$ cat config.mk
export PLATFORM = sky130hd
export DESIGN_NAME = unlocker
export DESIGN_NICKNAME = d
export VERILOG_FILES = /design/src/unlockerPkg.sv /design/src/commandCapture.sv /design/src/credentialTable.sv /design/src/sessionControl.sv /design/src/unlocker.sv
export SDC_FILE = /design/constraint.sdc
export NUM_CORES = 1
export LEC_CHECK = 0
export ABC_AREA = 1
export BUFFER_PORTS_ARGS = -buffer_cell sky130_fd_sc_hd__clkbuf_2
export CORE_AREA = 2 2 177 222
export DETAILED_ROUTE_END_ITERATION = 10
export DIE_AREA = 0 0 179 224
export PLACE_DENSITY = 0.75
export SLEW_MARGIN = 20
export SYNTH_ARGS = -nofsm -noshare
export SYNTH_HDL_FRONTEND = slang
export SYNTH_HIERARCHICAL = 1
export SYNTH_SLANG_ARGS = --single-unit
$ cat constraint.sdc
create_clock -name clk -period 3.7 [get_ports clk]
set_clock_uncertainty 0.1 [all_clocks]
set_input_delay 0.555 -clock clk [delete_from_list [all_inputs] [get_ports clk]]
set_output_delay 0.555 -clock clk [all_outputs]
set_load 0.02 [all_outputs]
$ cat src/unlockerPkg.sv
`default_nettype none

package unlockerPkg;

    // four BCD-style digits, most significant digit first
    typedef logic [15:0] credentialT;

    typedef enum logic [2:0] {
        cmdLogin,
        cmdLock,
        cmdResetPassword,
        cmdAddUser,
        cmdChangePassword,
        cmdDeleteUser
    } cmdT;

    typedef enum logic [1:0] {
        roleAdmin,
        roleUser,
        roleGuest
    } roleT;

    typedef enum logic [2:0] {
        statusOk,
        statusRejected,  // count, lock state, flag, full table or unknown name
        statusDenied,    // role not allowed
        statusLoginFail,
        statusLockout
    } statusT;

    typedef enum logic [1:0] {
        opNone,
        opAppend,
        opSetPassword,
        opRemove
    } tableOpT;

    localparam int defaultMaxUsers    = 8;
    localparam int defaultMaxAttempts = 3;

    localparam credentialT defaultAdminName     = 16'h1234;
    localparam credentialT defaultAdminPassword = 16'h1234;

endpackage

`default_nettype wire

$ cat src/commandCapture.sv
`timescale 1ns/10ps
`default_nettype none

module commandCapture (
    input  wire                          clk,
    input  wire                          reset,
    input  wire                          cmdValid,
    output logic                         cmdReady,
    input  wire unlockerPkg::cmdT        cmd,
    input  wire unlockerPkg::credentialT nameDigits,
    input  wire unlockerPkg::credentialT passwordDigits,
    input  wire [7:0]                    entryCount,
    input  wire                          guestSwitch,
    input  wire                          cmdDone,
    output logic                         capValid,
    output unlockerPkg::cmdT             capCmd,
    output unlockerPkg::credentialT      capName,
    output unlockerPkg::credentialT      capPassword,
    output logic                         capCountOk,
    output logic                         capGuest
);
    import unlockerPkg::*;

    logic accept;
    logic countOk;

    assign accept = cmdValid && cmdReady;

    // digit count rule per command
    always_comb
    begin
        case (cmd)
            cmdLogin, cmdAddUser, cmdChangePassword:
                countOk = (entryCount == 8'd8);
            cmdDeleteUser:
                countOk = (entryCount == 8'd4);
            cmdResetPassword:
                countOk = (entryCount >= 8'd4);
            default:
                countOk = 1'b1; // lock takes no digits
        endcase
    end

    always_ff @(posedge clk)
    begin
        if (reset)
        begin
            cmdReady <= 1'b1;
            capValid <= 1'b0;
        end
        else
        begin
            capValid <= accept;
            if (accept)
            begin
                cmdReady <= 1'b0;
            end
            else if (cmdDone)
            begin
                cmdReady <= 1'b1; // reopen the cycle after done
            end
        end
    end

    always_ff @(posedge clk)
    begin
        if (accept)
        begin
            capCmd      <= cmd;
            capName     <= nameDigits;
            capPassword <= passwordDigits;
            capCountOk  <= countOk;
            capGuest    <= guestSwitch;
        end
    end

endmodule

`default_nettype wire

$ cat src/credentialTable.sv
`timescale 1ns/10ps
`default_nettype none

module credentialTable #(
    parameter int  maxUsers = unlockerPkg::defaultMaxUsers,
    localparam int idxW     = $clog2(maxUsers),
    localparam int cntW     = $clog2(maxUsers + 1)
) (
    input  wire                          clk,
    input  wire                          reset,
    input  wire                          capValid,
    input  wire unlockerPkg::cmdT        capCmd,
    input  wire unlockerPkg::credentialT capName,
    input  wire unlockerPkg::credentialT capPassword,
    input  wire                          capCountOk,
    input  wire                          capGuest,
    output logic                         lookValid,
    output unlockerPkg::cmdT             lookCmd,
    output unlockerPkg::credentialT      lookName,
    output unlockerPkg::credentialT      lookPassword,
    output logic                         lookCountOk,
    output logic                         lookGuest,
    output logic                         nameHit,
    output logic [idxW-1:0]              nameIndex,
    output logic                         loginHit,
    output logic [idxW-1:0]              loginIndex,
    output logic [cntW-1:0]              userCount,
    output logic [2*maxUsers-1:0]        indexRole,
    input  wire unlockerPkg::tableOpT    tableOp,
    input  wire [idxW-1:0]               opIndex,
    input  wire unlockerPkg::credentialT opName,
    input  wire unlockerPkg::credentialT opPassword,
    input  wire unlockerPkg::roleT       opRole
);
    import unlockerPkg::*;

    credentialT names [maxUsers];
    credentialT passwords [maxUsers];
    roleT       roles [maxUsers];

    logic [cntW-1:0] count;
    logic [idxW-1:0] lastIndex;

    logic            hitName;
    logic [idxW-1:0] idxName;
    logic            hitLogin;
    logic [idxW-1:0] idxLogin;

    assign lastIndex = idxW'(count - 1'b1);

    // parallel compare over valid slots, descending so the lowest match wins
    always_comb
    begin
        hitName  = 1'b0;
        idxName  = '0;
        hitLogin = 1'b0;
        idxLogin = '0;
        for (int i = maxUsers - 1; i >= 0; i--)
        begin
            if (cntW'(i) < count && names[i] == capName)
            begin
                hitName = 1'b1;
                idxName = idxW'(i);
                if (passwords[i] == capPassword)
                begin
                    hitLogin = 1'b1;
                    idxLogin = idxW'(i);
                end
            end
        end
    end

    always_ff @(posedge clk)
    begin
        if (reset)
        begin
            lookValid <= 1'b0;
        end
        else
        begin
            lookValid <= capValid;
        end
    end

    always_ff @(posedge clk)
    begin
        lookCmd      <= capCmd;
        lookName     <= capName;
        lookPassword <= capPassword;
        lookCountOk  <= capCountOk;
        lookGuest    <= capGuest;
        nameHit      <= hitName;
        nameIndex    <= idxName;
        loginHit     <= hitLogin;
        loginIndex   <= idxLogin;
        userCount    <= count;
        for (int i = 0; i < maxUsers; i++)
        begin
            indexRole[2*i +: 2] <= roles[i];
        end
    end

    // writes from the session stage land one edge after done
    always_ff @(posedge clk)
    begin
        if (reset)
        begin
            count        <= cntW'(1);
            names[0]     <= defaultAdminName;
            passwords[0] <= defaultAdminPassword;
            roles[0]     <= roleAdmin;
        end
        else
        begin
            case (tableOp)
                opAppend:
                begin
                    names[idxW'(count)]     <= opName;
                    passwords[idxW'(count)] <= opPassword;
                    roles[idxW'(count)]     <= opRole;
                    count                   <= count + 1'b1;
                end
                opSetPassword:
                begin
                    passwords[opIndex] <= opPassword;
                end
                opRemove:
                begin
                    // last valid entry fills the hole
                    names[opIndex]     <= names[lastIndex];
                    passwords[opIndex] <= passwords[lastIndex];
                    roles[opIndex]     <= roles[lastIndex];
                    count              <= count - 1'b1;
                end
                default:
                begin
                end
            endcase
        end
    end

endmodule

`default_nettype wire

$ cat src/sessionControl.sv
`timescale 1ns/10ps
`default_nettype none

module sessionControl #(
    parameter int  maxUsers    = unlockerPkg::defaultMaxUsers,
    parameter int  maxAttempts = unlockerPkg::defaultMaxAttempts,
    localparam int idxW        = $clog2(maxUsers),
    localparam int cntW        = $clog2(maxUsers + 1)
) (
    input  wire                          clk,
    input  wire                          reset,
    input  wire                          lookValid,
    input  wire unlockerPkg::cmdT        lookCmd,
    input  wire unlockerPkg::credentialT lookName,
    input  wire unlockerPkg::credentialT lookPassword,
    input  wire                          lookCountOk,
    input  wire                          lookGuest,
    input  wire                          nameHit,
    input  wire [idxW-1:0]               nameIndex,
    input  wire                          loginHit,
    input  wire [idxW-1:0]               loginIndex,
    input  wire [cntW-1:0]               userCount,
    input  wire [2*maxUsers-1:0]         indexRole,
    input  wire                          flagResolve,
    output logic                         locked,
    output logic                         flag,
    output logic                         flagSelect,
    output unlockerPkg::roleT            currentRole,
    output logic                         done,
    output unlockerPkg::statusT          status,
    output logic                         cmdDone,
    output unlockerPkg::tableOpT         tableOp,
    output logic [idxW-1:0]              opIndex,
    output unlockerPkg::credentialT      opName,
    output unlockerPkg::credentialT      opPassword,
    output unlockerPkg::roleT            opRole
);
    import unlockerPkg::*;

    localparam int attW = $clog2(maxAttempts + 1);

    logic [idxW-1:0] currentIndex;
    logic [attW-1:0] attempts;
    logic            isAdmin;

    assign isAdmin   = (currentRole == roleAdmin);
    assign cmdDone   = done;

    always_ff @(posedge clk)
    begin
        if (reset)
        begin
            locked       <= 1'b1;
            flag         <= 1'b0;
            flagSelect   <= 1'b0;
            currentRole  <= roleAdmin;
            currentIndex <= '0;
            attempts     <= '0;
            done         <= 1'b0;
            status       <= statusOk;
            tableOp      <= opNone;
        end
        else
        begin
            done    <= lookValid;
            tableOp <= opNone;
            if (flagResolve)
            begin
                flag       <= 1'b0;
                flagSelect <= 1'b0;
            end
            if (lookValid)
            begin
                status <= statusRejected; // unless a case below accepts it
                if (!flag && lookCountOk)
                begin
                    case (lookCmd)
                        cmdLogin:
                        begin
                            if (locked && loginHit)
                            begin
                                locked       <= 1'b0;
                                currentIndex <= loginIndex;
                                currentRole  <= roleT'(indexRole[loginIndex*2 +: 2]);
                                attempts     <= '0;
                                status       <= statusOk;
                            end
                            else if (locked && attempts == attW'(maxAttempts - 1))
                            begin
                                attempts   <= '0;
                                flag       <= 1'b1;
                                flagSelect <= 1'b1;
                                status     <= statusLockout;
                            end
                            else if (locked)
                            begin
                                attempts   <= attempts + 1'b1;
                                flag       <= 1'b1;
                                flagSelect <= 1'b0;
                                status     <= statusLoginFail;
                            end
                        end
                        cmdLock:
                        begin
                            if (!locked)
                            begin
                                locked <= 1'b1;
                                status <= statusOk;
                                if (currentRole == roleGuest)
                                begin
                                    tableOp <= opRemove; // guests do not outlive the session
                                end
                            end
                        end
                        cmdResetPassword:
                        begin
                            if (!locked && currentRole == roleGuest)
                            begin
                                status <= statusDenied;
                            end
                            else if (!locked)
                            begin
                                tableOp <= opSetPassword;
                                status  <= statusOk;
                            end
                        end
                        cmdAddUser:
                        begin
                            if (!locked && !isAdmin)
                            begin
                                status <= statusDenied;
                            end
                            else if (!locked && userCount < cntW'(maxUsers))
                            begin
                                tableOp <= opAppend;
                                status  <= statusOk;
                            end
                        end
                        cmdChangePassword:
                        begin
                            if (!locked && !isAdmin)
                            begin
                                status <= statusDenied;
                            end
                            else if (!locked && nameHit)
                            begin
                                tableOp <= opSetPassword;
                                status  <= statusOk;
                            end
                        end
                        cmdDeleteUser:
                        begin
                            if (!locked && !isAdmin)
                            begin
                                status <= statusDenied;
                            end
                            else if (!locked && nameHit)
                            begin
                                tableOp <= opRemove;
                                status  <= statusOk;
                                if (nameIndex == currentIndex)
                                begin
                                    locked <= 1'b1; // admin removed itself
                                end
                            end
                        end
                        default:
                        begin
                        end
                    endcase
                end
            end
        end
    end

    // write payload that only matters alongside tableOp
    always_ff @(posedge clk)
    begin
        opName     <= lookName;
        opPassword <= lookPassword;
        opRole     <= lookGuest ? roleGuest : roleUser;
        if (lookCmd == cmdLock || lookCmd == cmdResetPassword)
        begin
            opIndex <= currentIndex;
        end
        else
        begin
            opIndex <= nameIndex;
        end
    end

endmodule

`default_nettype wire

$ cat src/unlocker.sv
`timescale 1ns/10ps
`default_nettype none

module unlocker #(
    parameter int  maxUsers    = unlockerPkg::defaultMaxUsers,
    parameter int  maxAttempts = unlockerPkg::defaultMaxAttempts,
    localparam int idxW        = $clog2(maxUsers),
    localparam int cntW        = $clog2(maxUsers + 1)
) (
    input  wire                          clk,
    input  wire                          reset,
    input  wire                          cmdValid,
    output logic                         cmdReady,
    input  wire unlockerPkg::cmdT        cmd,
    input  wire unlockerPkg::credentialT nameDigits,
    input  wire unlockerPkg::credentialT passwordDigits,
    input  wire [7:0]                    entryCount,
    input  wire                          guestSwitch,
    input  wire                          flagResolve,
    output logic                         locked,
    output logic                         flag,
    output logic                         flagSelect,
    output unlockerPkg::roleT            currentRole,
    output logic                         done,
    output unlockerPkg::statusT          status
);
    import unlockerPkg::*;

    logic       capValid;
    cmdT        capCmd;
    credentialT capName;
    credentialT capPassword;
    logic       capCountOk;
    logic       capGuest;

    logic                  lookValid;
    cmdT                   lookCmd;
    credentialT            lookName;
    credentialT            lookPassword;
    logic                  lookCountOk;
    logic                  lookGuest;
    logic                  nameHit;
    logic [idxW-1:0]       nameIndex;
    logic                  loginHit;
    logic [idxW-1:0]       loginIndex;
    logic [cntW-1:0]       userCount;
    logic [2*maxUsers-1:0] indexRole;

    tableOpT         tableOp;
    logic [idxW-1:0] opIndex;
    credentialT      opName;
    credentialT      opPassword;
    roleT            opRole;
    logic            cmdDone;

    commandCapture i_commandCapture (
        .clk, .reset, .cmdValid, .cmdReady, .cmd, .nameDigits, .passwordDigits,
        .entryCount, .guestSwitch, .cmdDone, .capValid, .capCmd, .capName,
        .capPassword, .capCountOk, .capGuest
    );

    credentialTable #(
        .maxUsers (maxUsers)
    ) i_credentialTable (
        .clk, .reset, .capValid, .capCmd, .capName, .capPassword, .capCountOk,
        .capGuest, .lookValid, .lookCmd, .lookName, .lookPassword, .lookCountOk,
        .lookGuest, .nameHit, .nameIndex, .loginHit, .loginIndex, .userCount,
        .indexRole, .tableOp, .opIndex, .opName, .opPassword, .opRole
    );

    sessionControl #(
        .maxUsers    (maxUsers),
        .maxAttempts (maxAttempts)
    ) i_sessionControl (
        .clk, .reset, .lookValid, .lookCmd, .lookName, .lookPassword, .lookCountOk,
        .lookGuest, .nameHit, .nameIndex, .loginHit, .loginIndex, .userCount,
        .indexRole, .flagResolve, .locked, .flag, .flagSelect, .currentRole, .done,
        .status, .cmdDone, .tableOp, .opIndex, .opName, .opPassword, .opRole
    );

endmodule

`default_nettype wire

==> results.yml <==
critical_path:
  critical_path_peak_fanout: 38
  worst-setup-path-type: "register to register"
  ff2ff_setup_slack_ps: 600
  worst_setup_path_end_kind: "register"
  worstRegToRegCells: 9
  arrival_ps: 3300
  critPathLaunchType: "register"
  worst_path_largest_cell_delay_ps: 640
  worst_ep_required_ps: 3900
  regToRegEndpoint: "i_credentialTable/passwords[6][0]$_DFFE_PP_"
  timing.critical_path.cells: "clkinv_2 > ha_2 > inv_2 > o21ai_0 > o211ai_1 > o21ai_0 > a21oi_1 > a21oi_1 > nor2_1"
  critPathSlowestCell: "sky130_fd_sc_hd__dfxtp_4"
  cp_top_family: "compound AO/OA/AOI/OAI gates"
  timing.critical_path.buf_inv: 2
  timing.rr.start: "i_credentialTable/count[0]$_SDFFE_PP1P_"
place:
  numPortBuffers: 57
  estimated_wirelength_of_the_detail_placed_design_microns: 42000
  globalplace.congestion: 1.04
timing:
  share_of_the_cycle_needed_by_the_critical_path_after_routing_pct: 83.7
  timing.slew.headroom_pct: 49.8
  fin_tns_setup_ps: 0
  final_max_slew_viol_count: 0
  report.final.hold_viol_count: 0
  rsz0062_at_grt: "false"
  final-setup-viol-count: 0
  worst_pin_slew_ps: 745
  timing.fmax_ghz: 0.323
  post-route-min-period_ps: 3100
grt:
  grt_antenna_before_repair: 0
  track_usage_pct: 30.8
  grt_pass1_vias: 16000
  globalRouteOverflowTotal: 0
  grt_start_max_net_pins: 120
  wire_length_of_the_first_global_routing_pass_microns: 91800
floorplanning:
  placement_rows: 80
  core-area_sq_mm: 0.0379
  die_area_sq_mm: 0.0401
  ioPinCount: 58
  die_h_microns: 224
  chipWidth_microns: 179
  floorplan.initialDensity_pct: 54.2
cts:
  htree_levels: 2
  clockRootBuffer: "sky130_fd_sc_hd__clkbuf_16"
  cts-root-to-sink-buffers: 3
  cts_resized: 0
  clkSlewWorstSetupHoldPaths_ps: 60
  tritoncts_num_sinks: 431
  cts.repair_timing.setup_buffer_count: 0
  cts_hold_buf: 0
  cts_inserted_buffers: 44
  worst_skew_pair.late_latency_ps: 560
  tritoncts_clock_tree: "built"
drt:
  detail_route.first_pass.iterations: 5
  remaining_drc_errors: 0
  drtIter0Drc: 1624
  drt.antenna.violating_nets: 0
  routed-via-count: 16100
  routed_wire_length_per_instance_microns: 21.9
  detail_route.vias_per_cell: 5.79
  finalWirelength_microns: 60800
pwr:
  report.power.total_w: 0.0103
  p_sw_w: 0.00232
  cellInternalPower_w: 0.00802
  irDropWorstVdd_uv: 413
  static-leakage-power_nw: 9.03
  power.density_cell_area_mw_per_mm2: 455
  switching_share_pct: 22.5
  comb_power_share_pct: 4.5
  share_seq_of_total_power_pct: 51.6
  power_frac_clock_pct: 43.8
layout:
  final_layout_size_suffix_gt1_share_pct: 11.5
  final_nets: 2307
  area_growth_syn_to_layout_pct: 10.7
  num_antenna_cells: 0
  top_regs: "i_credentialTable/names x128, i_credentialTable/passwords x128"
hold_path:
  min_from: "nameDigits[6]"
  min_path_type: "input pin to register"
  hold-path-endpoint: "i_commandCapture/capName[6]$_DFFE_PP_"
  worst_hold_path.num_cells: 1
synthesis:
  post_synth_inst_count: 2212
  synth-warning-count: 6
  synthesis.area_per_instance_sq_um: 9.29
  synth_area_sq_mm: 0.0206
  synthesis.nets: 2263
outcome:
  outcome: "completed"
job:
  max_cap_violations: 0
-- per-stage QoR --
stage	std cells	setup slack [ps]	utilization, %	instance area (sq um)	hold WS, ps
5_1_grt	2784	416	60.0	22700	53.4
3_5_place_dp	2702	665	56.0	21300	212
4_1_cts	2784	660	60.0	22700	46.2
2_1_floorplan	2212	624	-	20600	210
6_report	2784	604	60.0	22700	65.7
3_3_place_gp	2702	826	56.0	21300	211
-- worst max path at each step --
stage,from,to,slack [ps],cells after the start
4_1_cts,i_credentialTable/count[0]$_SDFFE_PP1P_,i_credentialTable/passwords[6][10]$_DFFE_PP_,660,9
2_1_floorplan,reset,i_credentialTable/passwords[0][0]$_DFFE_PP_,620,7
3_3_place_gp,i_credentialTable/count[0]$_SDFFE_PP1P_,i_credentialTable/passwords[2][2]$_DFFE_PP_,830,8
3_5_place_dp,i_credentialTable/count[0]$_SDFFE_PP1P_,i_credentialTable/passwords[6][10]$_DFFE_PP_,670,9
5_1_grt,i_credentialTable/count[0]$_SDFFE_PP1P_,i_credentialTable/passwords[1][10]$_DFFE_PP_,420,9
6_report,i_credentialTable/count[0]$_SDFFE_PP1P_,i_credentialTable/passwords[6][0]$_DFFE_PP_,600,9
-- power groups by stage --
stage | sequential, W | clock (W) | combinational (W)
after floorplan | 0.00536 | 0 | 0.000369
after global placement | 0.00544 | 0 | 0.000457
after detailed placement | 0.00545 | 0 | 0.000461
after CTS | 0.00534 | 0.00459 | 0.000464
after global routing | 0.00536 | 0.00477 | 0.000511
final | 0.00534 | 0.00453 | 0.000470
-- layout make-up --
type	count	area [sq um]
fillers	3199	15200
flip-flops and latches	431	11700
multi-input cells	1455	7460
clock buffers	51	1200
inverters	233	883
well taps	492	616
repair buffers	91	566
clock inverters	31	293
-- per-layer routing --
layer / vias to the layer above / global-route usage, % / routed length (microns)
met3: 215 / 4.11 / 4100
li1: 7525 / - / -
met2: 755 / 52.4 / 29900
met5: - / 0 / 0
met1: 7626 / 36.8 / 22700
met4: 0 / 19.0 / 4220
-- worst register-to-register path, stage by stage, from the launching register on --
cell and delay, ps:
sky130_fd_sc_hd__dfxtp_4 640, sky130_fd_sc_hd__clkinv_2 180, sky130_fd_sc_hd__ha_2 340, sky130_fd_sc_hd__inv_2 510, sky130_fd_sc_hd__o21ai_0 210, sky130_fd_sc_hd__o211ai_1 190
sky130_fd_sc_hd__o21ai_0 100, sky130_fd_sc_hd__a21oi_1 140, sky130_fd_sc_hd__a21oi_1 60, sky130_fd_sc_hd__nor2_1 380
-- placed cells by master (no fill, tap or decap), types with 6 or more instances in the layout --
master and instances:
sky130_fd_sc_hd__nor2_1 252, sky130_fd_sc_hd__dfxtp_1 121, sky130_fd_sc_hd__nor2_2 11, sky130_fd_sc_hd__nand4_1 49, sky130_fd_sc_hd__xnor2_1 89, sky130_fd_sc_hd__a21oi_1 107, sky130_fd_sc_hd__nand2_1 465, sky130_fd_sc_hd__o22ai_1 12
sky130_fd_sc_hd__o221ai_1 11, sky130_fd_sc_hd__nand3_1 92, sky130_fd_sc_hd__a32o_1 13, sky130_fd_sc_hd__inv_1 206, sky130_fd_sc_hd__buf_4 32, sky130_fd_sc_hd__inv_2 24, sky130_fd_sc_hd__clkinv_2 11, sky130_fd_sc_hd__nor3_1 24
sky130_fd_sc_hd__edfxtp_1 309, sky130_fd_sc_hd__nor4_1 6, sky130_fd_sc_hd__clkbuf_16 46, sky130_fd_sc_hd__o211ai_1 31, sky130_fd_sc_hd__or2_1 6, sky130_fd_sc_hd__inv_6 6, sky130_fd_sc_hd__xor2_1 36, sky130_fd_sc_hd__o21ai_0 159
sky130_fd_sc_hd__or2_2 21, sky130_fd_sc_hd__clkbuf_2 57, sky130_fd_sc_hd__nand2_2 7
(Power assumes the default switching activity.)
